<file path="config.mk">
export PLATFORM = sky130hd
export DESIGN_NAME = i2c_byte_ctrl
export DESIGN_NICKNAME = d
export VERILOG_FILES = /design/src/common/codec_init_pkg.sv /design/src/i2c_master/i2c_byte_ctrl.sv
export SDC_FILE = /design/constraint.sdc
export NUM_CORES = 1
export LEC_CHECK = 0
export BUFFER_PORTS_ARGS = -buffer_cell sky130_fd_sc_hd__buf_4
export CORE_UTILIZATION = 25
export CTS_CLUSTER_DIAMETER = 50
export DETAILED_ROUTE_END_ITERATION = 7
export HOLD_SLACK_MARGIN = 0.05
export PLACE_DENSITY_LB_ADDON = 0.15
export SLEW_MARGIN = 10
export SYNTH_ARGS = -nofsm -noshare
export SYNTH_HDL_FRONTEND = slang
export SYNTH_SLANG_ARGS = --single-unit
</file>
<file path="constraint.sdc">
create_clock -name clk -period 4.65 [get_ports clk]
set_clock_uncertainty 0.2 [all_clocks]
set_input_delay 0.93 -clock clk [delete_from_list [all_inputs] [get_ports clk]]
set_output_delay 0.93 -clock clk [all_outputs]
set_load 0.1 [all_outputs]
</file>
<file path="src/common/codec_init_pkg.sv">
`default_nettype none

package codec_init_pkg;

    // table entry kind
    typedef enum logic {
        ENTRY_WRITE = 1'b0,
        ENTRY_DELAY = 1'b1
    } entry_kind_t;

    // register write, 7-bit address and 9-bit data
    typedef struct packed {
        logic [6:0] reg_addr;
        logic [8:0] reg_data;
    } reg_write_t;

    typedef struct packed {
        logic [15:0] units;     // length in delay units
    } settle_delay_t;

    // same 16-bit word, read according to the entry kind
    typedef union packed {
        reg_write_t    wr;
        settle_delay_t dly;
    } entry_payload_u;

    typedef struct packed {
        entry_kind_t    kind;
        entry_payload_u payload;
    } init_entry_t;

    localparam int INIT_LEN = 8;    // seven writes and one delay

    typedef logic [$clog2(INIT_LEN)-1:0] entry_idx_t;

    // bit engine operations
    localparam logic [1:0] BIT_OP_START = 2'd0;
    localparam logic [1:0] BIT_OP_STOP  = 2'd1;
    localparam logic [1:0] BIT_OP_WRITE = 2'd2;
    localparam logic [1:0] BIT_OP_READ  = 2'd3;

endpackage

`default_nettype wire
</file>
<file path="src/i2c_master/i2c_byte_ctrl.sv">
`timescale 1ns/10ps
`default_nettype none

module i2c_byte_ctrl import codec_init_pkg::*; (
    input  logic       clk,
    input  logic       reset,
    input  logic       byte_cmd,
    input  logic [7:0] byte_data,
    input  logic       byte_start,
    input  logic       byte_stop,
    output logic       byte_done,
    output logic       byte_ack,
    output logic       bit_cmd,
    output logic [1:0] bit_op,
    output logic       bit_wdata,
    input  logic       bit_done,
    input  logic       bit_rdata
);
    localparam logic [2:0] ST_IDLE  = 3'd0;
    localparam logic [2:0] ST_START = 3'd1;
    localparam logic [2:0] ST_SHIFT = 3'd2;
    localparam logic [2:0] ST_ACK   = 3'd3;
    localparam logic [2:0] ST_STOP  = 3'd4;

    logic [2:0] state;
    logic [7:0] shreg;
    logic [2:0] bit_cnt;
    logic       stop_req;

    assign bit_wdata = shreg[7];    // msb first

    always_ff @(posedge clk) begin
        if (reset) begin
            state     <= ST_IDLE;
            bit_cmd   <= 1'b0;
            bit_op    <= BIT_OP_STOP;
            byte_done <= 1'b0;
            byte_ack  <= 1'b0;
            bit_cnt   <= '0;
            stop_req  <= 1'b0;
        end else begin
            bit_cmd   <= 1'b0;
            byte_done <= 1'b0;
            case (state)
                ST_IDLE: if (byte_cmd) begin
                    shreg    <= byte_data;
                    stop_req <= byte_stop;
                    bit_cnt  <= '0;
                    bit_cmd  <= 1'b1;
                    if (byte_start) begin
                        bit_op <= BIT_OP_START;
                        state  <= ST_START;
                    end else begin
                        bit_op <= BIT_OP_WRITE;
                        state  <= ST_SHIFT;
                    end
                end
                ST_START: if (bit_done) begin
                    bit_cmd <= 1'b1;
                    bit_op  <= BIT_OP_WRITE;
                    state   <= ST_SHIFT;
                end
                ST_SHIFT: if (bit_done) begin
                    bit_cmd <= 1'b1;
                    if (bit_cnt == 3'd7) begin
                        bit_op <= BIT_OP_READ;  // ack slot, sda released
                        state  <= ST_ACK;
                    end else begin
                        shreg   <= {shreg[6:0], 1'b0};
                        bit_cnt <= bit_cnt + 3'd1;
                        bit_op  <= BIT_OP_WRITE;
                    end
                end
                ST_ACK: if (bit_done) begin
                    byte_ack <= ~bit_rdata;
                    // a nack always closes the transfer
                    if (stop_req || bit_rdata) begin
                        bit_cmd <= 1'b1;
                        bit_op  <= BIT_OP_STOP;
                        state   <= ST_STOP;
                    end else begin
                        byte_done <= 1'b1;
                        state     <= ST_IDLE;
                    end
                end
                ST_STOP: if (bit_done) begin
                    byte_done <= 1'b1;
                    state     <= ST_IDLE;
                end
                default: state <= ST_IDLE;
            endcase
        end
    end

endmodule

`default_nettype wire

</file>
* Yosys cells after proc, flatten, opt, wreduce, memory -nomap -nowiden
Cells that the tools add are included.
** Word-level totals
- Bits in registers :: 20
- Input bits :: 15
- Output and inout bits :: 6
- Logic and storage cells :: 68
** Cells by class
- Add/subtract/negate cells :: 1
- Equal/unequal tests :: 13
- Muxes and demuxes :: 33
- Bitwise gates (word level) :: 2
- Reduce and logical (&&, ||, !) cells :: 11
** Operators by type and width (count)
- $mux 3 :: 10
- $mux 8 :: 3
- $ne 2x2->1 const B :: 8
- $pmux 8 s2 :: 1
- $pmux 3 s5 :: 1
- $mux 2 :: 7
- $reduce_and 6->1 :: 2
- $pmux 2 s4 :: 1
- $mux 1 :: 7
- $eq 3x2->1 const B :: 2
- $eq 3x3->1 const B :: 2
- $pmux 3 s2 :: 1
- $reduce_and 5->1 :: 1
- $reduce_and 2->1 :: 2
- $reduce_and 4->1 :: 1
- $reduce_bool 4->1 :: 1
- $add 3x1->3 const B :: 1
- $eq 3x1->1 const B :: 1
- $logic_not 3->1 :: 1
- $pmux 1 s3 :: 1
- $not 1->1 :: 2
- $pmux 1 s2 :: 1
- $reduce_bool 2->1 :: 1
- $reduce_or 2->1 :: 1
- $logic_or 1x1->1 :: 1

* Longest topological paths before layout
- Depth after elaboration :: 4
- Depth in mapped cells :: 5
- Gate-level depth less buffers :: 5

* Worst setup path before layout
OpenSTA, ideal clock, no wires.
- Path kind :: input port to flip-flop
- Start :: input port bit_done
- End :: register shreg[0] (enable)
- Setup time :: 0.373 ns
- Arrival time :: 1.918 ns
- Required time :: 4.077 ns
- Setup slack :: 2.159 ns
- Cell stages on the path :: 4
- Buffers on the path :: 1
- Cells stage by stage :: clkbuf_1 > nand3b_1 > a21oi_1 > nor2b_1
** Between the ends
- Cells in the longest elaborated chain, start to end :: 2
** Ends and longest elaborated chain
- start, declared :: line i2c_byte_ctrl.sv:16 : input logic bit_done,
- $ne 2x2->1 (no source line)
- $reduce_and 5->1 (no source line)
- end signal, assigned :: line i2c_byte_ctrl.sv:46 : shreg <= byte_data;
- end signal, assigned :: line i2c_byte_ctrl.sv:69 : shreg <= {shreg[6:0], 1'b0};
- end, declared :: line i2c_byte_ctrl.sv:26 : logic [7:0] shreg;
No other way between the ends.
A chain may end at the register's enable or synchronous reset.

* Final worst setup path
- Start :: input port byte_cmd
- End :: register shreg[7] (enable)
** Between the ends
- Cells in the longest elaborated chain, start to end :: 2
** Ends and longest elaborated chain
- start, declared :: line i2c_byte_ctrl.sv:7 : input logic byte_cmd,
- $ne 2x2->1 (no source line)
- $reduce_and 5->1 (no source line)
No other way between the ends.

==> impl_metrics.py <==
metrics = {
    "outcome": {
        "status": "complete, no violations",
    },
    "sta": {
        "slew_violations": 0,
        "rsz0062_at_grt": "no",
        "layout_min_cycle_time_ps": 2400,
        "hold_viol": 0,
        "tightest_slew_ps": 704,
        "tns_ps": 0,
        "finalCritPeriodShare_pct": 51.6,
        "setup_viol_count_final": 0,
        "max_freq_mhz": 417,
        "timing.slew.headroom_pct": 53.0,
    },
    "grt": {
        "grt_use_total_pct": 9.63,
        "grt_first_pass_wirelength_um": 3000,
        "grt-ovfl-total": 0,
        "grt_pass1_vias": 636,
        "antenna_found_initial": 0,
        "grt_max_degree": 17,
    },
    "setup_path": {
        "worstPathCellList": "buf_4, or2b_1, a21oi_1, nor2b_1",
        "end_kind": "flip-flop",
        "critical_path_class": "in -> reg",
        "cp-start-kind": "primary input",
        "path_delay_family": "simple AND/OR/NAND/NOR gates",
        "cp_max_fo": 8,
        "crit_required_ps": 4340,
        "cp.arrival_ps": 2090,
        "path_buf_inv": 1,
        "cp_slowest_cell": "nor2b_1",
        "cp_slowest_stage_delay_ps": 620,
    },
    "clock_tree": {
        "cts_sinks": 20,
        "cts_root_buf": "clkbuf_8",
        "cts_buffers": 3,
        "cts_post_setup_buffers_inserted": 0,
        "clock_path_buffers": 2,
        "cts_hold_buffers": 0,
        "cts.clk_slew.worst_paths_ps": 70,
        "clk_latency_ps": 260,
        "cts_tree": "yes",
        "cts_resized": 0,
        "cts_max_level": 1,
    },
    "place": {
        "gp_congestion": 0.721,
        "detailed_place_hpwl_um": 1290,
        "portBuffers": 20,
    },
    "floorplan": {
        "die_width_um": 64.0,
        "die_h_um": 64.0,
        "ios": 21,
        "core_um2": 3660,
        "die_area_um2": 4100,
        "rows": 22,
        "initial_utilization_pct": 26.2,
    },
    "yosys": {
        "yosysWarnings": 0,
        "synth_top_cell_by_area": "dfxtp_1",
        "synthFlopType": "dfxtp_1",
        "synth_edf_count": 8,
        "yosys.cell_count.top_type": "dfxtp_1",
        "netlist.area_leader.share_pct": 25.0,
        "ys_ff_latch": 20,
        "ys_seq_area_share_pct": 50.0,
        "postSynthAreaPerCell_um2": 11.0,
        "synth_area_leaders": "dfxtp_1 (25%), edfxtp_1 (25%), mux2_2 (8.2%)",
        "syn_nets": 104,
        "synthCells": 87,
        "syn-cell-area_um2": 961,
        "synth_cell_types": 38,
        "yosys-top-cells-count": "dfxtp_1 (12), edfxtp_1 (8), mux2_2 (7)",
        "ys_async_sr_fraction_pct": 0,
    },
    "hold_path": {
        "hp-class": "reg -> reg",
    },
    "detailed_routing": {
        "drt_iter0_markers": 19,
        "drt_first_pass_iters": 4,
        "drc_errors": 0,
        "vias": 709,
        "viasPerCell": 4.63,
        "wl_per_cell_um": 11.6,
        "ant_nets": 0,
        "routed_wirelength_um": 1770,
    },
    "finish": {
        "nNetsFinal": 123,
        "antenna_cells": 0,
        "final_util_pct": 32.6,
        "fillers": 380,
        "drive_above_1_share_pct": 29.5,
        "area_growth_pct": 24.1,
    },
    "pwr": {
        "vdd_ir_drop_max_mv": 0.162,
        "leakagePower_nw": 0.450,
        "p_total_w": 0.000413,
        "p_per_area_nw_per_um2": 346,
    },
    "flow_run": {
        "maxCapViolations": 0,
    },
}
## final cells by class
cell class                 instances  area [um2]  area share [%]
clock buffer                       3        41.3            3.46
clock inverter                     1        3.75           0.315
inverter                           2        7.51           0.630
multi-input combinational         59         449            37.7
sequential                        20         480            40.3
tap                               48        60.1            5.04
timing repair buffer              20         150            12.6
## routing by layer
layer  routed length, um  track usage, %  vias up
met2                 781            12.2       13
li1                    -               -      364
met5                   0               0        -
met3                  55            1.79        4
met1                 893            14.5      328
met4                  40            5.97        0
## cells by family (layout without fill, tap and decap cells)
kind of cell,Yosys count,in the layout,share of synthesized area [%]
mux,9,9,10.3
compound gates,19,19,14.8
flops,20,20,50.0
buf+inv,8,26,3.26
xor+xnor,1,1,0.912
simple gates,28,28,18.1
fa+ha+maj,2,2,2.60
## flip-flops by register name, summed over array words and instances (netlist names)
register	flops
byte_done	1
state	3
shreg	8
bit_op	2
byte_ack	1
bit_cmd	1
bit_cnt	3
stop_req	1
## cell usage in the layout, fill, tap and decap left out, types with 3 or more instances in the layout
cell and instances:
o21ai_0 3, nor2_1 5, dfxtp_1 12, buf_4 20
mux2_2 7, a2111oi_0 3, nor2b_1 3, nand2b_1 4
edfxtp_1 8, clkbuf_8 3
## stage by stage
step / hold slack (ps) / std cells / area, um2 / setup WS (ps)
3_3_place_gp: 255 / 149 / 1150 / 1990
2_1_floorplan: 259 / 87 / 961 / 2160
3_5_place_dp: 258 / 149 / 1150 / 1970
4_1_cts: 278 / 153 / 1190 / 2240
6_report: 270 / 153 / 1190 / 2250
5_1_grt: 299 / 153 / 1190 / 2060
## where the power goes
group	internal [W]	leakage [nW]	switching, W
Combinational	0.0000346	0.255	0.0000563
Sequential	0.000196	0.173	0.00000983
Clock	0.0000588	0.0231	0.0000570
## final timing paths
path | startpoint | to | slack (ps) | cells past startpoint
min reg2reg | bit_op[0] | bit_op[0] | 270 | 1
max | byte_cmd | shreg[7] | 2250 | 4
min | bit_op[0] | bit_op[0] | 270 | 1
max reg2reg | bit_cnt[0] | shreg[7] | 2280 | 5
No activity file was read; power rests on OpenSTA's default activity.
