**src/common/codec_init_pkg.sv**
```systemverilog
`default_nettype none

package codec_init_pkg;

    // table entry kind
    typedef enum logic {
        ENTRY_WRITE = 1'b0,
        ENTRY_DELAY = 1'b1
    } entry_kind_t;

    // register write, 7-bit address and 9-bit data
    typedef struct packed {
        logic [6:0] reg_addr;
        logic [8:0] reg_data;
    } reg_write_t;

    typedef struct packed {
        logic [15:0] units;     // length in delay units
    } settle_delay_t;

    // same 16-bit word, read according to the entry kind
    typedef union packed {
        reg_write_t    wr;
        settle_delay_t dly;
    } entry_payload_u;

    typedef struct packed {
        entry_kind_t    kind;
        entry_payload_u payload;
    } init_entry_t;

    localparam int INIT_LEN = 8;    // seven writes and one delay

    typedef logic [$clog2(INIT_LEN)-1:0] entry_idx_t;

    // bit engine operations
    localparam logic [1:0] BIT_OP_START = 2'd0;
    localparam logic [1:0] BIT_OP_STOP  = 2'd1;
    localparam logic [1:0] BIT_OP_WRITE = 2'd2;
    localparam logic [1:0] BIT_OP_READ  = 2'd3;

endpackage

`default_nettype wire
```
**src/i2c_master/i2c_bit_engine.sv**
```systemverilog
`timescale 1ns/10ps
`default_nettype none

module i2c_bit_engine import codec_init_pkg::*; #(
    parameter int CLK_FREQ = 50_000_000,
    parameter int I2C_FREQ = 100_000
)(
    input  logic       clk,
    input  logic       reset,
    input  logic       bit_cmd,
    input  logic [1:0] bit_op,
    input  logic       bit_wdata,
    output logic       bit_done,
    output logic       bit_rdata,
    output logic       scl_oe,
    output logic       sda_oe,
    input  logic       sda_in
);
    localparam int PRESCALE = CLK_FREQ / (4 * I2C_FREQ) - 1;   // quarter bit
    localparam int PRESC_W  = $clog2(PRESCALE + 2);

    logic               busy;
    logic [1:0]         phase;
    logic [PRESC_W-1:0] presc_cnt;
    logic [1:0]         op;
    logic               wdata;
    logic               scl_lvl;
    logic               sda_lvl;
    logic               sda_sync;
    logic               phase_end;

    // line levels for one phase of an operation, {scl, sda}
    function automatic logic [1:0] phase_levels(input logic [1:0] op_f, input logic [1:0] ph,
                                                input logic wd, input logic scl_now);
        logic [1:0] lv;
        case (op_f)
            BIT_OP_START: begin
                case (ph)
                    2'd0:    lv = {scl_now, 1'b1};  // sda up first, repeated start safe
                    2'd1:    lv = 2'b11;
                    2'd2:    lv = 2'b10;            // sda falls while scl high
                    default: lv = 2'b00;
                endcase
            end
            BIT_OP_STOP: begin
                case (ph)
                    2'd0:    lv = 2'b00;
                    2'd1:    lv = 2'b10;
                    default: lv = 2'b11;            // sda rises while scl high
                endcase
            end
            BIT_OP_WRITE: lv = {ph == 2'd1 || ph == 2'd2, wd};
            default:      lv = {ph == 2'd1 || ph == 2'd2, 1'b1};
        endcase
        return lv;
    endfunction

    assign phase_end = presc_cnt == PRESC_W'(PRESCALE);
    assign bit_done  = busy && phase == 2'd3 && phase_end;

    always_ff @(posedge clk) begin
        if (reset) begin
            busy      <= 1'b0;
            phase     <= '0;
            presc_cnt <= '0;
            scl_lvl   <= 1'b1;  // bus released
            sda_lvl   <= 1'b1;
        end else if (bit_cmd) begin
            busy      <= 1'b1;
            phase     <= '0;
            presc_cnt <= '0;
            {scl_lvl, sda_lvl} <= phase_levels(bit_op, 2'd0, bit_wdata, scl_lvl);
        end else if (busy) begin
            if (!phase_end) begin
                presc_cnt <= presc_cnt + 1'b1;
            end else begin
                presc_cnt <= '0;
                if (phase == 2'd3) begin
                    busy <= 1'b0;   // levels held until next op
                end else begin
                    phase <= phase + 2'd1;
                    {scl_lvl, sda_lvl} <= phase_levels(op, phase + 2'd1, wdata, scl_lvl);
                end
            end
        end
    end

    always_ff @(posedge clk) begin
        sda_sync <= sda_in;
        if (bit_cmd) begin
            op    <= bit_op;
            wdata <= bit_wdata;
        end
        // sample at the end of the second scl high phase
        if (busy && op == BIT_OP_READ && phase == 2'd2 && phase_end) begin
            bit_rdata <= sda_sync;
        end
    end

    assign scl_oe = ~scl_lvl;
    assign sda_oe = ~sda_lvl;

endmodule

`default_nettype wire

```
**config.mk**
```make
export PLATFORM = sky130hd
export DESIGN_NAME = i2c_bit_engine
export DESIGN_NICKNAME = d
export VERILOG_FILES = /design/src/common/codec_init_pkg.sv /design/src/i2c_master/i2c_bit_engine.sv
export SDC_FILE = /design/constraint.sdc
export NUM_CORES = 1
export LEC_CHECK = 0
export BUFFER_PORTS_ARGS = -buffer_cell sky130_fd_sc_hd__buf_2
export CAP_MARGIN = 10
export CORE_MARGIN = 10
export CORE_UTILIZATION = 54
export DETAILED_ROUTE_END_ITERATION = 10
export GPL_ROUTABILITY_DRIVEN = 1
export PLACE_DENSITY = 0.78
export SYNTH_ARGS = -nofsm -noshare
export SYNTH_HDL_FRONTEND = slang
export SYNTH_SLANG_ARGS = --single-unit
```
**constraint.sdc**
```tcl
create_clock -name clk -period 1.75 [get_ports clk]
set_input_delay 0.35 -clock clk [delete_from_list [all_inputs] [get_ports clk]]
set_output_delay 0.35 -clock clk [all_outputs]
set_load 0.1 [all_outputs]
```
Word level (Yosys, flattened, before mapping)
Cells that the tools add are included.
- register bits: 17
- latch bits: 0
- bits in writable memories: 0
- bits in read-only memories: 0
- input bits: 7
- output and inout port bits: 4
- word-level logic and storage cells: 59
- memories kept: 0
- $add $sub $neg: 2
- multipliers: 0
- div/mod/pow operators: 0
- order comparisons: 0
- equality and inequality tests: 13
- shift-type cells: 0
- muxes and demuxes: 17
- bitwise logic cells: 3
- reductions and logical operators: 15
- operator list (operator ; count):
    $pmux W2 S3 ; 3
    $eq A2 B2 Y1 const B ; 6
    $mux W1 ; 12
    $add A7 B1 Y7 const B ; 1
    $eq A7 B7 Y1 const B ; 1
    $mux W7 ; 1
    $eq A2 B1 Y1 const B ; 3
    $logic_not A2 Y1 ; 3
    $reduce_and A3 Y1 ; 2
    $logic_and A1 B1 Y1 ; 5
    $reduce_and A5 Y1 ; 1
    $ne A2 B2 Y1 const B ; 2
    $pmux W2 S2 ; 1
    $reduce_bool A2 Y1 ; 2
    $ne A3 B3 Y1 const B ; 1
    $not A1 Y1 ; 3
    $add A2 B1 Y2 const B ; 1
    $reduce_or A2 Y1 ; 1
    $logic_or A1 B1 Y1 ; 1

Depth between registers and ports, before layout
- depth in word-level cells: 8
- mapped depth: 6
- depth with buffers taken out: 5

Worst setup path before layout
No wires, ideal clock.
- path type: reg2out
- start: register phase[0]
- end: output port bit_done
- data arrival time: 2.889 ns
- required time: 1.400 ns
- path slack: -1.489 ns
- stages on the path, launching flop included: 5
- buffers on the path: 1
- path through: dfxtp_1 > ha_1 > buf_1 > inv_1 > nor3_1
- longest elaborated chain between the ends: 3
- RTL lines (element ; RTL line ; source):
    from (decl) ; i2c_bit_engine.sv:23 ; logic [1:0] phase;
    from (signal assigned) ; i2c_bit_engine.sv:81 ; phase <= phase + 2'd1;
    $eq A2 B2 Y1 ; i2c_bit_engine.sv:59 ; assign bit_done = busy && phase == 2'd3 && phase_end;
    $logic_and A1 B1 Y1 (2 in a row) ; i2c_bit_engine.sv:59 ;
    to (decl) ; i2c_bit_engine.sv:13 ; output logic bit_done,
Every way passes these cells.

Worst setup path after layout
- start: register presc_cnt[1]
- end: output port bit_done
- longest elaborated chain between the ends: 2
- RTL lines (element ; RTL line ; source):
    from (decl) ; i2c_bit_engine.sv:24 ; logic [PRESC_W-1:0] presc_cnt;
    from (signal assigned) ; i2c_bit_engine.sv:75 ; presc_cnt <= presc_cnt + 1'b1;
    $eq A7 B7 Y1 ; i2c_bit_engine.sv:58 ; assign phase_end = presc_cnt == PRESC_W'(PRESCALE);
    $logic_and A1 B1 Y1 ; i2c_bit_engine.sv:59 ;
Every way passes these cells.

==> report_table.html <==
<table>
<tr><th>Metric</th><th>Value</th></tr>
<tr><th colspan="2">Worst setup path</th></tr>
<tr><td>Path depth of the worst reg2reg path</td><td>7</td></tr>
<tr><td>Class of the most critical setup path</td><td>reg2out</td></tr>
<tr><td>Required time of the worst setup path</td><td>1.40 ns</td></tr>
<tr><td>Launch point of the worst reg-to-reg path</td><td>presc_cnt[1]</td></tr>
<tr><td>Register-to-register setup slack</td><td>0.17 ns</td></tr>
<tr><td>Critical Path Source Type</td><td>register</td></tr>
<tr><td>Worst Path Arrival</td><td>1.38 ns</td></tr>
<tr><td>Reg2Reg Capture Point</td><td>scl_lvl</td></tr>
<tr><td>Type of destination of the critical path</td><td>output port</td></tr>
<tr><td>Maximum fanout along the worst path</td><td>2</td></tr>
<tr><th colspan="2">Synthesis</th></tr>
<tr><td>Mux contribution to synthesized area</td><td>2.432%</td></tr>
<tr><td>Syn_area_per_cell</td><td>9.506 um2</td></tr>
<tr><td>Synthesis Warnings</td><td>0</td></tr>
<tr><td>Register area share after synthesis</td><td>43.49%</td></tr>
<tr><td>Main combinational cell family by area after synthesis</td><td>simple AND/OR/NAND/NOR gates</td></tr>
<tr><td>Area share of and/or/nand/nor cells after synthesis</td><td>20.60%</td></tr>
<tr><td>Cell types with the largest area share after synthesis</td><td>sky130_fd_sc_hd__dfxtp_1 (30%), sky130_fd_sc_hd__edfxtp_1 (14%), sky130_fd_sc_hd__ha_1 (7.2%)</td></tr>
<tr><td>Compound-gate portion of the synthesized area</td><td>between 10% and 20%</td></tr>
<tr><td>EDFF count, synth</td><td>4</td></tr>
<tr><td>Yosys cell types</td><td>35</td></tr>
<tr><td>Synth Area in Adders</td><td>approximately 7.2%</td></tr>
<tr><td>Share of the synthesized area in the top cell type</td><td>29.76%</td></tr>
<tr><td>Post-Syn Area</td><td>874.6 um2</td></tr>
<tr><td>Proportion of register bits with asynchronous set or reset after synthesis</td><td>0%</td></tr>
<tr><td>Net count of the mapped netlist</td><td>104</td></tr>
<tr><td>Synth Instances</td><td>92</td></tr>
<tr><td>Register bit total from synthesis</td><td>17</td></tr>
<tr><td>Cell type with the highest aggregate area in the netlist</td><td>sky130_fd_sc_hd__dfxtp_1</td></tr>
<tr><td>Post-synthesis share of cell area spent on xor and xnor gates</td><td>under 10%</td></tr>
<tr><td>Most frequently used flop master after synthesis</td><td>sky130_fd_sc_hd__dfxtp_1</td></tr>
<tr><th colspan="2">Clock tree</th></tr>
<tr><td>Master cell of the clock root buffer</td><td>sky130_fd_sc_hd__clkbuf_4</td></tr>
<tr><td>H-tree depth reported by CTS</td><td>1</td></tr>
<tr><td>Clock latency of the later-clocked register in the worst-skew pair</td><td>0.29 ns</td></tr>
<tr><td>CTS hold repair buffers</td><td>0</td></tr>
<tr><td>Clock slew at reported path FFs</td><td>0.10 ns</td></tr>
<tr><td>Bufs on Longest Clock Path</td><td>2</td></tr>
<tr><td>Clock tree sinks</td><td>17</td></tr>
<tr><td>Clock tree from TritonCTS</td><td>yes</td></tr>
<tr><td>Number of buffers created by CTS</td><td>3</td></tr>
<tr><th colspan="2">STA</th></tr>
<tr><td>Final Hold Vio Count</td><td>0</td></tr>
<tr><td>Slack of the critical path</td><td>0.01941 ns</td></tr>
<tr><td>Unrepaired setup endpoints after global routing</td><td>true</td></tr>
<tr><td>Post-Route Setup TNS</td><td>0 ns</td></tr>
<tr><td>Highest Clock Rate</td><td>0.5778 GHz</td></tr>
<tr><td>Final clock period utilization by the worst path</td><td>98.89%</td></tr>
<tr><td>Worst clock skew</td><td>approximately 0.0047 ns</td></tr>
<tr><td>Actual slew at the worst max-slew pin</td><td>a little under 0.5 ns</td></tr>
<tr><td>Number of setup violations in the final report</td><td>0</td></tr>
<tr><td>Headroom to the max-slew limit</td><td>67.74%</td></tr>
<tr><td>Min cycle time layout</td><td>1.731 ns</td></tr>
<tr><td>Count of final max-slew check failures</td><td>0</td></tr>
<tr><th colspan="2">Drt</th></tr>
<tr><td>Count of TritonRoute iterations in the first routing pass</td><td>4</td></tr>
<tr><td>Number of nets with antenna violations after routing</td><td>0</td></tr>
<tr><td>Overall via count from detail_route</td><td>714</td></tr>
<tr><td>Number of vias per cell after detailed routing</td><td>roughly 5.8</td></tr>
<tr><td>Top Layer Used</td><td>met4</td></tr>
<tr><td>Final routed wirelength across all metal layers</td><td>1761 um</td></tr>
<tr><td>Detail Route met2 WL</td><td>about 960 um</td></tr>
<tr><td>Routed wire per std cell</td><td>14.32 um</td></tr>
<tr><td>Detailed route wirelength on metal3</td><td>between 60 and 70 um</td></tr>
<tr><td>Starting DRC count in detailed routing</td><td>9</td></tr>
<tr><td>Residual DRC</td><td>0</td></tr>
<tr><td>Detailed-routing wirelength on met1</td><td>a little over 700 um</td></tr>
<tr><th colspan="2">Min path</th></tr>
<tr><td>Hold path cells</td><td>1</td></tr>
<tr><td>Launch instance of the worst min-delay path</td><td>sda_in</td></tr>
<tr><td>Worst Hold End</td><td>sda_sync</td></tr>
<tr><td>Worst hold path class</td><td>in2reg</td></tr>
<tr><th colspan="2">GRT</th></tr>
<tr><td>Initial antenna violation count</td><td>0</td></tr>
<tr><td>First-pass GRT wire length</td><td>3001 um</td></tr>
<tr><td>Vias in the first global route</td><td>720</td></tr>
<tr><td>Largest net degree at the start of global routing</td><td>13</td></tr>
<tr><td>Gr usage total</td><td>10.63%</td></tr>
<tr><td>Remaining global-route overflow</td><td>0</td></tr>
<tr><th colspan="2">Floorplanning</th></tr>
<tr><td>Die span in y</td><td>60.25 um</td></tr>
<tr><td>IO Pins</td><td>11</td></tr>
<tr><td>Site row count</td><td>14</td></tr>
<tr><td>Die footprint</td><td>0.003629 mm2</td></tr>
<tr><td>Horizontal extent of the die</td><td>~60 um</td></tr>
<tr><td>Initial core utilization</td><td>57.39%</td></tr>
<tr><td>Area of the core</td><td>0.001524 mm2</td></tr>
<tr><th colspan="2">Pwr</th></tr>
<tr><td>Internal power component</td><td>0.5299 mW</td></tr>
<tr><td>P_sw</td><td>0.1851 mW</td></tr>
<tr><td>Static Leakage</td><td>between 0.4 and 0.5 nW</td></tr>
<tr><td>Switching share of power</td><td>25.89%</td></tr>
<tr><td>Part of the total power dissipated in combinational logic</td><td>11.4%</td></tr>
<tr><td>Worst vdd rail ir drop</td><td>0.4461 mV</td></tr>
<tr><td>Share of power burned in the clock network</td><td>29.3%</td></tr>
<tr><td>Flop pwr share</td><td>~60%</td></tr>
<tr><td>P per Cell Area</td><td>674.7 mW/mm2</td></tr>
<tr><th colspan="2">Final layout</th></tr>
<tr><td>Area added between synthesis and finish</td><td>21.17%</td></tr>
<tr><td>Final net count</td><td>120</td></tr>
<tr><td>Layout cell share with drive strength beyond 1</td><td>33.64%</td></tr>
<tr><td>Count of inserted antenna diode cells</td><td>0</td></tr>
<tr><th colspan="2">Run status</th></tr>
<tr><td>Result of the run</td><td>completed</td></tr>
<tr><th colspan="2">Placed design</th></tr>
<tr><td>Number of buffers inserted by port buffering</td><td>10</td></tr>
<tr><td>Final estimated routing congestion in global placement</td><td>0.7334</td></tr>
<tr><td>Detail Placement HPWL</td><td>1257 um</td></tr>
<tr><td>Setup slack at placement</td><td>0.1955 ns</td></tr>
<tr><th colspan="2">Run</th></tr>
<tr><td>Maximum capacitance violations</td><td>0</td></tr>
</table>
## cell usage after synthesis (2+ instances only)
master,instances
sky130_fd_sc_hd__o31ai_1,2
sky130_fd_sc_hd__or4_1,3
sky130_fd_sc_hd__edfxtp_1,4
sky130_fd_sc_hd__nand4_1,3
sky130_fd_sc_hd__and3_1,2
sky130_fd_sc_hd__nand3_1,3
sky130_fd_sc_hd__nand2b_1,3
sky130_fd_sc_hd__inv_1,8
sky130_fd_sc_hd__o211ai_1,3
sky130_fd_sc_hd__buf_2,2
sky130_fd_sc_hd__nand2_1,4
sky130_fd_sc_hd__nor3_1,2
sky130_fd_sc_hd__nor2_1,5
sky130_fd_sc_hd__xor2_1,2
sky130_fd_sc_hd__ha_1,5
sky130_fd_sc_hd__o311ai_0,2
sky130_fd_sc_hd__dfxtp_1,13
sky130_fd_sc_hd__xnor2_1,3
sky130_fd_sc_hd__a31oi_1,3
sky130_fd_sc_hd__a21oi_1,4
sky130_fd_sc_hd__o21ai_0,2
## per-stage QoR
| step | utilization (%) | power, mW | cell area (um2) | cells | hold slack [ns] |
|---|---|---|---|---|---|
| 5_1_grt | 69.54 | 0.7451 | 1060 | 123 | 0.1357 |
| 6_report | 69.54 | 0.7150 | 1060 | 123 | 0.1509 |
| 2_1_floorplan | - | 0.4888 | 909.6 | 92 | 0.3777 |
| 3_5_place_dp | 64.37 | 0.5131 | 980.9 | 116 | 0.3951 |
| 3_3_place_gp | 64.37 | 0.5107 | 980.9 | 116 | 0.3859 |
| 4_1_cts | 69.21 | 0.7255 | 1055 | 123 | 0.1428 |
## sequential cells by signal (all words and copies together), names as in the netlist
register / count
busy: 1
phase: 2
bit_rdata: 1
presc_cnt: 7
op: 2
wdata: 1
sda_lvl: 1
sda_sync: 1
scl_lvl: 1
## critical path, stage by stage, from the launching register on
cell and delay, ns:
sky130_fd_sc_hd__dfxtp_2 0.34, sky130_fd_sc_hd__inv_2 0.06, sky130_fd_sc_hd__ha_4 0.13, sky130_fd_sc_hd__nand4_1 0.08, sky130_fd_sc_hd__buf_6 0.14, sky130_fd_sc_hd__nor3_4 0.14
sky130_fd_sc_hd__buf_12 0.20
## worst max-delay path by stage
stage	start	endpoint	slack, ns	cells past startpoint
4_1_cts	presc_cnt[1]	bit_done	-0.04	6
5_1_grt	presc_cnt[1]	bit_done	-0.05	6
3_3_place_gp	phase[1]	bit_done	0.23	4
2_1_floorplan	presc_cnt[1]	bit_done	-0.12	5
6_report	presc_cnt[1]	bit_done	0.02	6
3_5_place_dp	phase[1]	bit_done	0.20	4
## layout by cell type (no fill, tap or decap), drive strengths merged, types with 4 or more instances in the layout
cell | synthesis | layout
inv | 8 | 8
nor2 | 5 | 5
dfxtp | 13 | 13
edfxtp | 4 | 4
nand2 | 4 | 4
buf | 4 | 16
a21oi | 4 | 4
ha | 5 | 5
nand3 | 4 | 4
## power groups by stage
stage	Clock, mW	Combinational, mW	Sequential, mW
final	0.209	0.0818	0.424
after global routing	0.230	0.0894	0.426
after CTS	0.219	0.0821	0.424
after detailed placement	0	0.0789	0.434
after global placement	0	0.0770	0.434
after floorplan	0	0.0581	0.431
## final cells by class
| cell class | instances | area [um2] |
|---|---|---|
| Tap cell | 16 | 20.02 |
| Sequential cell | 17 | 389.1 |
| Timing Repair Buffer | 16 | 113.9 |
| Fill cell | 125 | 464.2 |
| Clock inverter | 1 | 5.005 |
| Inverter | 8 | 30.03 |
| Clock buffer | 3 | 22.52 |
| Multi-Input combinational cell | 62 | 479.2 |
## layer usage
metal	track usage, %	vias to the layer above
li1	-	364
met1	10.80	336
met2	19.71	12
met3	3.814	2
met4	2.885	0
met5	0	-
## cell families (layout without fill, tap and decap cells)
group	Yosys count	in the layout
AO/OA/AOI/OAI	19	19
XOR/XNOR	5	5
adder cells (fa/ha/maj)	5	5
buffers and inverters	13	28
flip-flops	17	17
multiplexers	2	2
AND/OR/NAND/NOR	31	31
## what timing repair did
item | 4_1_cts | 5_1_grt
pin swaps | 1 | 1
resized for setup | 4 | 4
buffers inserted | 3 | 0
endpoints found under the hold margin | 0 | 0
setup endpoints to repair | 1 | 1
No activity file was read; power rests on OpenSTA's default activity.
