File: config.mk
export PLATFORM = sky130hd
export DESIGN_NAME = init_sequencer
export DESIGN_NICKNAME = d
export VERILOG_FILES = /design/src/common/codec_init_pkg.sv /design/src/init_sequencer/init_sequencer.sv /design/src/init_sequencer/init_rom.sv
export SDC_FILE = /design/constraint.sdc
export NUM_CORES = 1
export LEC_CHECK = 0
export ABC_CLOCK_PERIOD_IN_PS = 8800
export BUFFER_PORTS_ARGS = -buffer_cell sky130_fd_sc_hd__buf_4
export CAP_MARGIN = 20
export CORE_MARGIN = 1
export CORE_UTILIZATION = 48
export CTS_BUF_LIST = sky130_fd_sc_hd__clkbuf_8
export CTS_CLUSTER_DIAMETER = 80
export DETAILED_ROUTE_END_ITERATION = 10
export GPL_TIMING_DRIVEN = 0
export PLACE_DENSITY = 0.7
export SYNTH_ARGS = -nofsm -noshare
export SYNTH_HDL_FRONTEND = slang
export SYNTH_SLANG_ARGS = --single-unit
File: constraint.sdc
create_clock -name clk -period 8.8 [get_ports clk]
set_input_delay 1.32 -clock clk [delete_from_list [all_inputs] [get_ports clk]]
set_output_delay 1.32 -clock clk [all_outputs]
set_load 0.03 [all_outputs]
File: src/common/codec_init_pkg.sv
`default_nettype none

package codec_init_pkg;

    // table entry kind
    typedef enum logic {
        ENTRY_WRITE = 1'b0,
        ENTRY_DELAY = 1'b1
    } entry_kind_t;

    // register write, 7-bit address and 9-bit data
    typedef struct packed {
        logic [6:0] reg_addr;
        logic [8:0] reg_data;
    } reg_write_t;

    typedef struct packed {
        logic [15:0] units;     // length in delay units
    } settle_delay_t;

    // same 16-bit word, read according to the entry kind
    typedef union packed {
        reg_write_t    wr;
        settle_delay_t dly;
    } entry_payload_u;

    typedef struct packed {
        entry_kind_t    kind;
        entry_payload_u payload;
    } init_entry_t;

    localparam int INIT_LEN = 8;    // seven writes and one delay

    typedef logic [$clog2(INIT_LEN)-1:0] entry_idx_t;

    // bit engine operations
    localparam logic [1:0] BIT_OP_START = 2'd0;
    localparam logic [1:0] BIT_OP_STOP  = 2'd1;
    localparam logic [1:0] BIT_OP_WRITE = 2'd2;
    localparam logic [1:0] BIT_OP_READ  = 2'd3;

endpackage

`default_nettype wire
File: src/init_sequencer/init_sequencer.sv
`timescale 1ns/10ps
`default_nettype none

module init_sequencer import codec_init_pkg::*; #(
    parameter logic [6:0] DEV_ADDR          = 7'h1a,
    parameter int         DELAY_UNIT_CYCLES = 1_000_000
)(
    input  logic       clk,
    input  logic       reset,
    output logic       byte_cmd,
    output logic [7:0] byte_data,
    output logic       byte_start,
    output logic       byte_stop,
    input  logic       byte_done,
    input  logic       byte_ack,
    output logic       mute_n,
    output logic       init_done
);
    localparam logic [1:0] S_FETCH = 2'd0;
    localparam logic [1:0] S_WAIT  = 2'd1;
    localparam logic [1:0] S_DELAY = 2'd2;
    localparam logic [1:0] S_DONE  = 2'd3;

    logic [1:0]  state;
    entry_idx_t  idx;
    logic [1:0]  byte_cnt;      // 0 dev addr, 1 reg addr, 2 data
    logic [31:0] delay_cnt;
    init_entry_t entry;
    reg_write_t  wr;
    logic [31:0] delay_len;
    logic        last_entry;

    init_rom init_rom_i (
        .idx   (idx),
        .entry (entry)
    );

    assign wr         = entry.payload.wr;
    assign delay_len  = 32'(entry.payload.dly.units) * 32'(DELAY_UNIT_CYCLES);
    assign last_entry = idx == entry_idx_t'(INIT_LEN - 1);

    always_comb begin
        case (byte_cnt)
            2'd0:    byte_data = {DEV_ADDR, 1'b0};              // write bit low
            2'd1:    byte_data = {wr.reg_addr, wr.reg_data[8]};
            default: byte_data = wr.reg_data[7:0];
        endcase
    end

    assign byte_start = byte_cnt == 2'd0;
    assign byte_stop  = byte_cnt == 2'd2;

    always_ff @(posedge clk) begin
        if (reset) begin
            state     <= S_FETCH;
            idx       <= '0;
            byte_cnt  <= '0;
            delay_cnt <= '0;
            byte_cmd  <= 1'b0;
        end else begin
            byte_cmd <= 1'b0;
            case (state)
                S_FETCH: begin
                    byte_cnt <= '0;
                    if (entry.kind == ENTRY_DELAY) begin
                        delay_cnt <= delay_len;
                        state     <= S_DELAY;
                    end else begin
                        byte_cmd <= 1'b1;   // device address byte
                        state    <= S_WAIT;
                    end
                end
                S_WAIT: if (byte_done) begin
                    if (!byte_ack) begin
                        byte_cnt <= '0;     // nack, restart from start condition
                        byte_cmd <= 1'b1;
                    end else if (byte_cnt != 2'd2) begin
                        byte_cnt <= byte_cnt + 2'd1;
                        byte_cmd <= 1'b1;
                    end else if (last_entry) begin
                        state <= S_DONE;
                    end else begin
                        idx   <= idx + 1'b1;
                        state <= S_FETCH;
                    end
                end
                S_DELAY: begin
                    if (delay_cnt > 32'd1) begin
                        delay_cnt <= delay_cnt - 32'd1;
                    end else if (last_entry) begin
                        state <= S_DONE;
                    end else begin
                        idx   <= idx + 1'b1;
                        state <= S_FETCH;
                    end
                end
                default: state <= S_DONE;   // table done, stay here
            endcase
        end
    end

    assign init_done = state == S_DONE;
    assign mute_n    = state == S_DONE;   // unmute only after the last write

endmodule

`default_nettype wire

File: src/init_sequencer/init_rom.sv
`timescale 1ns/10ps
`default_nettype none

module init_rom import codec_init_pkg::*; (
    input  entry_idx_t  idx,
    output init_entry_t entry
);
    function automatic init_entry_t wr_entry(input logic [6:0] addr, input logic [8:0] data);
        init_entry_t e;
        e.kind = ENTRY_WRITE;
        e.payload.wr.reg_addr = addr;
        e.payload.wr.reg_data = data;
        return e;
    endfunction

    function automatic init_entry_t dly_entry(input logic [15:0] units);
        init_entry_t e;
        e.kind = ENTRY_DELAY;
        e.payload.dly.units = units;
        return e;
    endfunction

    always_comb begin
        case (idx)
            3'd0:    entry = wr_entry(7'h06, 9'h077);   // power up all but the output stage
            3'd1:    entry = wr_entry(7'h04, 9'h012);   // dac select, bypass off
            3'd2:    entry = wr_entry(7'h05, 9'h000);   // dac soft mute off
            3'd3:    entry = wr_entry(7'h07, 9'h002);   // i2s, 16 bit
            3'd4:    entry = wr_entry(7'h08, 9'h000);   // normal mode, 48 kHz
            3'd5:    entry = dly_entry(16'd4);          // let coupling caps charge
            3'd6:    entry = wr_entry(7'h09, 9'h001);   // core active
            default: entry = wr_entry(7'h06, 9'h067);   // output stage on
        endcase
    end

endmodule

`default_nettype wire

# Word-level counts from Yosys, hierarchy flattened
# Cells that the tools add are included.
# totals
elab_cells	67
register_bits	40
# classes
multipliers	1
magnitude_cmp	1
mux	27
reduce_logical	10
n_eq_ne	20
add_sub_neg	3
# op_table
operator	n
17-bit case mux with 7 select lines	1
32-bit 2-to-1 mux	2
32-bit case mux with 2 select lines	1
32-bit by 1-bit > comparator with 1-bit output (second input constant)	1
32-bit by 1-bit subtractor with 32-bit output (second input constant)	1
16-bit by 14-bit multiplier with 26-bit output (second input constant)	1
2-bit 2-to-1 mux	9
8-bit case mux with 2 select lines	1
3-bit 2-to-1 mux	5
2-bit != test (second input constant)	7
3-bit equality test (second input constant)	4
2-bit equality test (second input constant)	3
3-bit by 2-bit equality test with 1-bit output (second input constant)	2
2-bit case mux with 3 select lines	1
3-bit case mux with 2 select lines	1
3-bit AND reduction	2
2-bit nonzero test	3
5-bit AND reduction	1
2-bit by 1-bit equality test with 1-bit output (second input constant)	2
2-bit logical NOT	2
1-bit 2-to-1 mux	4
2-bit case mux with 2 select lines	1
4-bit AND reduction	1
3-bit by 1-bit adder with 3-bit output (second input constant)	1
other kinds (5)	5

# Depth between registers and ports, before layout
# Gate-level depths: netlist of the first run.
# depth
ltp_word	6
ltp_mapped	26
depth_no_buf	26

# Hierarchy
# Synthesis of the first run repeated with hierarchy kept, for this count alone.
# unflattened
hier_cells	703
area_unflattened_um2	5776.8
# by_module_without_submodules
module	area_per_inst_um2	cells_each	n_inst	seq_area_each_um2
init_sequencer	5646.7	680	1	800.8
init_rom	130.1	23	1	0.0

# Worst setup path after synthesis of the first run
# OpenSTA, ideal clock, no wires.
# synth_path
path_type	register to register
from	register idx[0]
to	register delay_cnt[27]
setup_slack_ns	3.304
n_path_buf	0
period_less_slack_ns	5.496
arrival_time_ns	5.377
setup_time_ns	0.120
t_required_ns	8.680
path_stages_with_launch	20
cell_sequence	dfxtp_1 inv_1 ha_1 nand2_1 o21a_1 nand2_1 ha_1 inv_1 fa_1 fa_1 fa_1 inv_1 ha_1 ha_1 ha_1 a31o_2 a22oi_1 o211ai_1 mux2i_1 a211o_1
# synth_between
elab_chain_len	5
# synth_lines
element	line_no	text
from (decl)	init_sequencer.sv:25	entry_idx_t idx;
from (signal assigned)	init_sequencer.sv:83	idx <= idx + 1'b1;
from (signal assigned)	init_sequencer.sv:93	idx <= idx + 1'b1;
3-bit equality test (tied with other cells)	init_rom.sv:24	case (idx)
17-bit case mux with 7 select lines *	init_rom.sv:24	
16-bit by 14-bit multiplier with 26-bit output	init_sequencer.sv:39	assign delay_len = 32'(entry.payload.dly.units) * 32'(DELAY_UNIT_CYCLES);
32-bit 2-to-1 mux	init_sequencer.sv:65	if (entry.kind == ENTRY_DELAY) begin
32-bit case mux with 2 select lines	init_sequencer.sv:62	case (state)
to (signal assigned)	init_sequencer.sv:66	delay_cnt <= delay_len;
to (signal assigned)	init_sequencer.sv:89	delay_cnt <= delay_cnt - 32'd1;
to (decl)	init_sequencer.sv:27	logic [31:0] delay_cnt;
# Every way passes the cells marked *; elsewhere a longest branch is shown, timed or not. The select of a mux whose other input is x is not followed.
# A chain may end at the register's enable or synchronous reset.

# Worst setup path in the final report of the first run
# layout_path
from	register idx[1]
to	register delay_cnt[28]
# Same word-level chain as after synthesis.

==> run summary, run 1 <==
final instance area: 4960 µm²
endpoint class of the critical path: register
Critical Path Max Stage Delay: 0.58 ns
Die Span Y: 100 µm
Iter 0 DRT Violations: 264
clock skew: 0.0111 ns
EDFF count, synth: 0
Die ar.: 10000 µm²
crit start category: register
FP Rows: 35
Setup Crit Path Kind: register to register
dpl cell area: 4870 µm²
prevailing post-synth register cell: dfxtp_1
Via-to-Cell Ratio: 5.93
Hold/Removal Path Class: register to register
CTS Hold Bufs: 0
# DRC: 0
layout cell share with drive strength beyond 1: 6.32%
TritonCTS buffer count: 5
Sink Count: 40
detailed placer's ending HPWL: 9580 µm
maxcap violations: 0
Syn Nets: 678
vias in the first global route: 4044
routability cong.: 0.921
H-tree Lvls: 2
CP max FO: 10
core area: 9280 µm²
Post-Syn Area: 4610 µm²
antenna fix cells: 0
min cycle time layout: 6.63 ns
setup TNS: 0 ns
largest net degree at the start of global routing: 12
crit path DAT: 6.83 ns
Seq/Total Area, Yosys: 17.4%
first-pass GRT wire length: 20200 µm
Clock transition at path regs: 0.09 ns
initial antenna violation count: 0
final net count: 699
slew of the pin with the lowest slew margin: 1.05 ns
global-route usage over all layers: 25.6%
clk root buf: clkbuf_8
Syn. warnings: 0
WHS: 0.507 ns
# resized after CTS: 0
drt pass-1 iters: 5
ys async rst share: 0%
final setup violation count: 0
port bufs: 14
final wirelength: 12300 µm
Netlist cell types: 68
Fmax achieved: 151 MHz
CP required: 9.00 ns
WP buf/inv: 4
Final Hold Viols: 0
Die W: 100 µm
number of I/O pins: 17
Pins Over Slew Limit: 0
commonest cells after routing, fill and taps aside: ha_1 (82), nand2_1 (55), inv_1 (51)
clk buf depth: 2
Skew-Pair Late Insertion Delay: 0.30 ns
global route total overflow: 0
FF+latch count, synth: 40
delay-heaviest family, CP: adder cells
Area Overhead vs Synth: 7.74%
RSZ-0062 raised after global routing: false
Synth Instances: 579
Via Count: 4328
WL per Instance: 16.8 µm
final core area utilization: 53.5%
status: finished clean
Relative slew margins: 29.5%
commonest non-fill, non-tap cell in the layout: ha_1
final worst-path cycle share: 75.3%
worst path cell trace: ha_1, nor2b_1, nand2b_1, o21a_1, inv_1, a21oi_1, inv_1, fa_1, inv_1, fa_1, fa_1, fa_1, inv_1, ha_1, ha_1, ha_1, a31o_2, a22oi_1, o211ai_1, mux2i_1, nor4b_1
syn avg cell area: 7.96 µm²
CP max stage cell: a21oi_1
Setup Fix Bufs, Post-CTS: 0
Final ANT Viol Nets: 0
CTS tree: done
initial core utilization: 49.6%
cell type report:
| cell class | count | area (µm²) |
|---|---|---|
| plain buffers | 22 | 90.1 |
| clock buffers | 6 | 82.6 |
| clock inverters | 2 | 7.51 |
| fillers | 923 | 4320 |
| inverters | 50 | 188 |
| multi-input cells | 467 | 3530 |
| flip-flops and latches | 40 | 801 |
| well taps | 129 | 161 |
| repair buffers | 14 | 105 |
metal layers:
layer	wire [µm]	GRT usage (%)
met2	5490	41.6
met1	5620	34.8
met5	0	0
met3	884	4.74
met4	258	7.25
cells in the mapped netlist, types with 3 or more instances:
master     n  area, µm²
clkbuf_1  20       75.1
or3_1     10       62.6
a22oi_1    6       45.0
nand2_1   55        206
nand3_1   16       80.1
nand2b_1   7       43.8
o22ai_1    4       25.0
nor2_1    44        165
nor4_1     8       50.1
xor2_1     6       52.6
nor2b_1    4       25.0
a211oi_1  10       75.1
nand3b_1   4       30.0
o21a_1     3       22.5
and2_1     5       31.3
inv_1     49        184
o21ai_0   36        180
and3_1     4       25.0
dfxtp_1   40        801
a31oi_1    8       50.1
o211ai_1   3       22.5
ha_1      82       1030
nand4_1    3       18.8
nor3_1    20        100
o31ai_1    4       30.0
or4_1      4       30.0
xnor2_1   21        184
nor3b_1    3       22.5
mux2i_1    6       60.1
a21oi_1   33        165
fa_1      13        260
o21bai_1   3       22.5
registers in the layout, indices dropped and copies added, names as in the netlist:
signal,flops
byte_cmd,1
delay_cnt,32
state,2
byte_cnt,2
idx,3
stage by stage:
step	std cells	worst slack, ns
5_1_grt	730	1.82
2_1_floorplan	579	3.30
3_3_place_gp	722	2.37
4_1_cts	730	2.24
6_report	730	2.17
3_5_place_dp	722	2.28
worst reg2reg max path: stages (launching register included):
cell	delay (ns)
dfxtp_1	0.54
ha_1	0.34
nor2b_1	0.21
nand2b_1	0.15
o21a_1	0.34
inv_1	0.17
a21oi_1	0.58
inv_1	0.20
fa_1	0.40
inv_1	0.07
fa_1	0.18
fa_1	0.46
fa_1	0.53
inv_1	0.05
ha_1	0.28
ha_1	0.30
ha_1	0.35
a31o_2	0.30
a22oi_1	0.35
o211ai_1	0.25
mux2i_1	0.18
nor4b_1	0.31
path summary, 6_finish.rpt:
kind                                                  from                    endpoint  slack [ns]  cells after the start
worst max-delay path                   idx[1]$_SDFFE_PP0P_  delay_cnt[28]$_SDFFE_PP0P_        2.17                     21
worst min-delay path            delay_cnt[29]$_SDFFE_PP0P_  delay_cnt[29]$_SDFFE_PP0P_        0.51                      2
worst max register to register         idx[1]$_SDFFE_PP0P_  delay_cnt[28]$_SDFFE_PP0P_        2.17                     21
worst min register to register  delay_cnt[29]$_SDFFE_PP0P_  delay_cnt[29]$_SDFFE_PP0P_        0.51                      2
cell families after synthesis:
| logic type | after synthesis | synth area share (%) |
|---|---|---|
| AO/OA/AOI/OAI | 136 | 19.0 |
| XOR/XNOR | 27 | 5.13 |
| other | 1 | 0.0814 |
| adder cells (fa/ha/maj) | 95 | 27.9 |
| multiplexers | 8 | 1.87 |
| AND/OR/NAND/NOR | 200 | 22.6 |
| flip-flops | 40 | 17.4 |
| buffers and inverters | 72 | 6.03 |
Power of run 1 is not shown: default switching activity piles up to over one toggle a cycle in this logic, so the estimate is an artifact.
==> run 2, diff against run 1 <==
- ABC_CLOCK_PERIOD_IN_PS: 8800 -> 6200
- clock period: 8.8 -> 6.2 ns (I/O delays scaled with it)
==> run 2 against run 1 <==
Against the previous run: fmax grew 13%; global-route usage unchanged; clock skew about the same; sequential share of layout area fell by 0.067 points; highest routed layer unchanged; wire length decreased by 0.43%; cell count unchanged.
==> run summary, run 2 (synthesized netlist as in run 1, its figures left out) <==
CTS tree: done
max reg flops: 32 (unchanged)
TritonCTS buffer count: 5 (unchanged)
Via Count: 4309 (-0.44%)
global-route usage over all layers: 25.6% (unchanged)
WHS: 0.509 ns (+0.00250 ns)
RSZ-0062 raised after global routing: false
status: finished clean
initial core utilization: 49.6% (unchanged)
Skew-Pair Late Insertion Delay: 0.30 ns (about the same)
Fmax achieved: 170 MHz (+13%)
vias in the first global route: 4044 (unchanged)
FP Rows: 35 (unchanged)
Final Hold Viols: 0 (unchanged)
first-pass GRT wire length: 20200 µm (unchanged)
drt pass-1 iters: 6 (+1)
Die W: 100 µm (unchanged)
met3 wire len: 885 µm (+0.11%)
WP buf/inv: 4 (unchanged)
Via-to-Cell Ratio: 5.90 (-0.44%)
final worst-path cycle share: 94.8% (+19 points)
Die ar.: 10000 µm² (unchanged)
commonest non-fill, non-tap cell in the layout: ha_1
endpoint class of the critical path: register
Final ANT Viol Nets: 0 (unchanged)
clock skew: 0.0113 ns (+0.000180 ns)
Relative slew margins: 29.0% (-0.50 points)
CTS Hold Bufs: 0 (unchanged)
Reg with most FFs: delay_cnt
Pins Over Slew Limit: 0 (unchanged)
Sink Count: 40 (unchanged)
core area: 9280 µm² (unchanged)
Hold/Removal Path Class: register to register
min cycle time layout: 5.88 ns (-0.754 ns)
Clock transition at path regs: 0.09 ns (about the same)
commonest cells after routing, fill and taps aside: ha_1 (82), nand2_1 (54), inv_1 (51)
final setup violation count: 0 (unchanged)
clk buf depth: 2 (unchanged)
Die Span Y: 100 µm (unchanged)
crit start category: register
dpl cell area: 4870 µm² (unchanged)
DR WL met2: 5470 µm (-0.53%)
CP required: 6.40 ns (-2.60 ns)
final net count: 699 (unchanged)
CP max FO: 10 (unchanged)
global route total overflow: 0 (unchanged)
final setup margin: 0.325 ns (-1.85 ns)
final wirelength: 12200 µm (-0.43%)
CP max stage cell: fa_1
initial antenna violation count: 0 (unchanged)
port bufs: 14 (unchanged)
maxcap violations: 0 (unchanged)
delay-heaviest family, CP: adder cells
Top Metal Used: met4
top flop regs: delay_cnt: 32 flops, idx: 3 flops
Critical Path Max Stage Delay: 0.52 ns (-0.06 ns)
setup TNS: 0 ns (unchanged)
antenna fix cells: 0 (unchanged)
crit path DAT: 6.08 ns (-0.75 ns)
clk root buf: clkbuf_8
pre-CTS setup slack: -0.320 ns (-2.60 ns)
layout cell share with drive strength beyond 1: 7.49% (+1.2 points)
slew of the pin with the lowest slew margin: 1.05 ns (+0.00741 ns)
final instance area: 5000 µm² (+0.73%)
# fillers: 917 (-0.65%)
WL per Instance: 16.7 µm (-0.43%)
Setup Crit Path Kind: register to register
worst path cell trace: ha_1, nor2b_1, nand2b_1, o21a_4, inv_1, a21oi_4, inv_1, fa_1, inv_1, fa_1, fa_1, fa_1, inv_1, ha_1, ha_1, ha_1, a31o_2, a22oi_2, o211ai_1, mux2i_1, nor4b_1
largest net degree at the start of global routing: 12 (unchanged)
number of I/O pins: 17 (unchanged)
routability cong.: 0.921 (unchanged)
H-tree Lvls: 2 (unchanged)
detailed placer's ending HPWL: 9580 µm (unchanged)
M1 WL: 5550 µm (-1.3%)
Area Overhead vs Synth: 8.53%
# DRC: 0 (unchanged)
Iter 0 DRT Violations: 246 (-6.8%)
## run 2: repair_timing
item / 4_1_cts / 5_1_grt
setup endpoints to repair: 9 / 9
cloned: 0 / 0
pin swaps: 0 / 0
resized for setup: 3 / 7
setup buffers: 0 / 0
## run 2: path summary, 6_finish.rpt
kind	startpoint	end	slack, ns	cells after the start
worst max-delay path	idx[1]$_SDFFE_PP0P_	delay_cnt[28]$_SDFFE_PP0P_	0.32	21
worst max register to register	idx[1]$_SDFFE_PP0P_	delay_cnt[28]$_SDFFE_PP0P_	0.32	21
worst min register to register	delay_cnt[29]$_SDFFE_PP0P_	delay_cnt[29]$_SDFFE_PP0P_	0.51	2
worst min-delay path	delay_cnt[29]$_SDFFE_PP0P_	delay_cnt[29]$_SDFFE_PP0P_	0.51	2
## run 2: worst register-to-register path: stages, from the launching register on
cell and delay, ns:
dfxtp_2 0.44, ha_1 0.30, nor2b_1 0.22, nand2b_1 0.18, o21a_4 0.21, inv_1 0.14
a21oi_4 0.26, inv_1 0.14, fa_1 0.38, inv_1 0.07, fa_1 0.18, fa_1 0.46
fa_1 0.53, inv_1 0.05, ha_1 0.28, ha_1 0.30, ha_1 0.36, a31o_2 0.30
a22oi_2 0.27, o211ai_1 0.23, mux2i_1 0.18, nor4b_1 0.31
## run 2: stage by stage
| step | std cells | util (%) |
|---|---|---|
| 2_1_floorplan | 579 | - |
| 3_3_place_gp | 722 | 52.5 |
| 3_5_place_dp | 722 | 52.5 |
| 4_1_cts | 730 | 53.6 |
| 5_1_grt | 730 | 53.9 |
| 6_report | 730 | 53.9 |
## run 2: cell type report
| class | count | area [µm²] | share of cell area (%) |
|---|---|---|---|
| multi-input combinational | 467 | 3560 | 71.3 |
| sequential | 40 | 803 | 16.1 |
| inverter | 50 | 188 | 3.75 |
| tap | 129 | 161 | 3.23 |
| timing repair buffer | 14 | 105 | 2.10 |
| buffer | 22 | 90.1 | 1.80 |
| clock buffer | 6 | 82.6 | 1.65 |
| clock inverter | 2 | 7.51 | 0.150 |
## run 2: layer usage
| layer | track usage (%) | up-vias |
|---|---|---|
| li1 | - | 2114 |
| met1 | 34.8 | 2004 |
| met2 | 41.6 | 164 |
| met3 | 4.74 | 27 |
| met4 | 7.25 | 0 |
| met5 | 0 | - |
Power of run 2 is left out for the same reason.
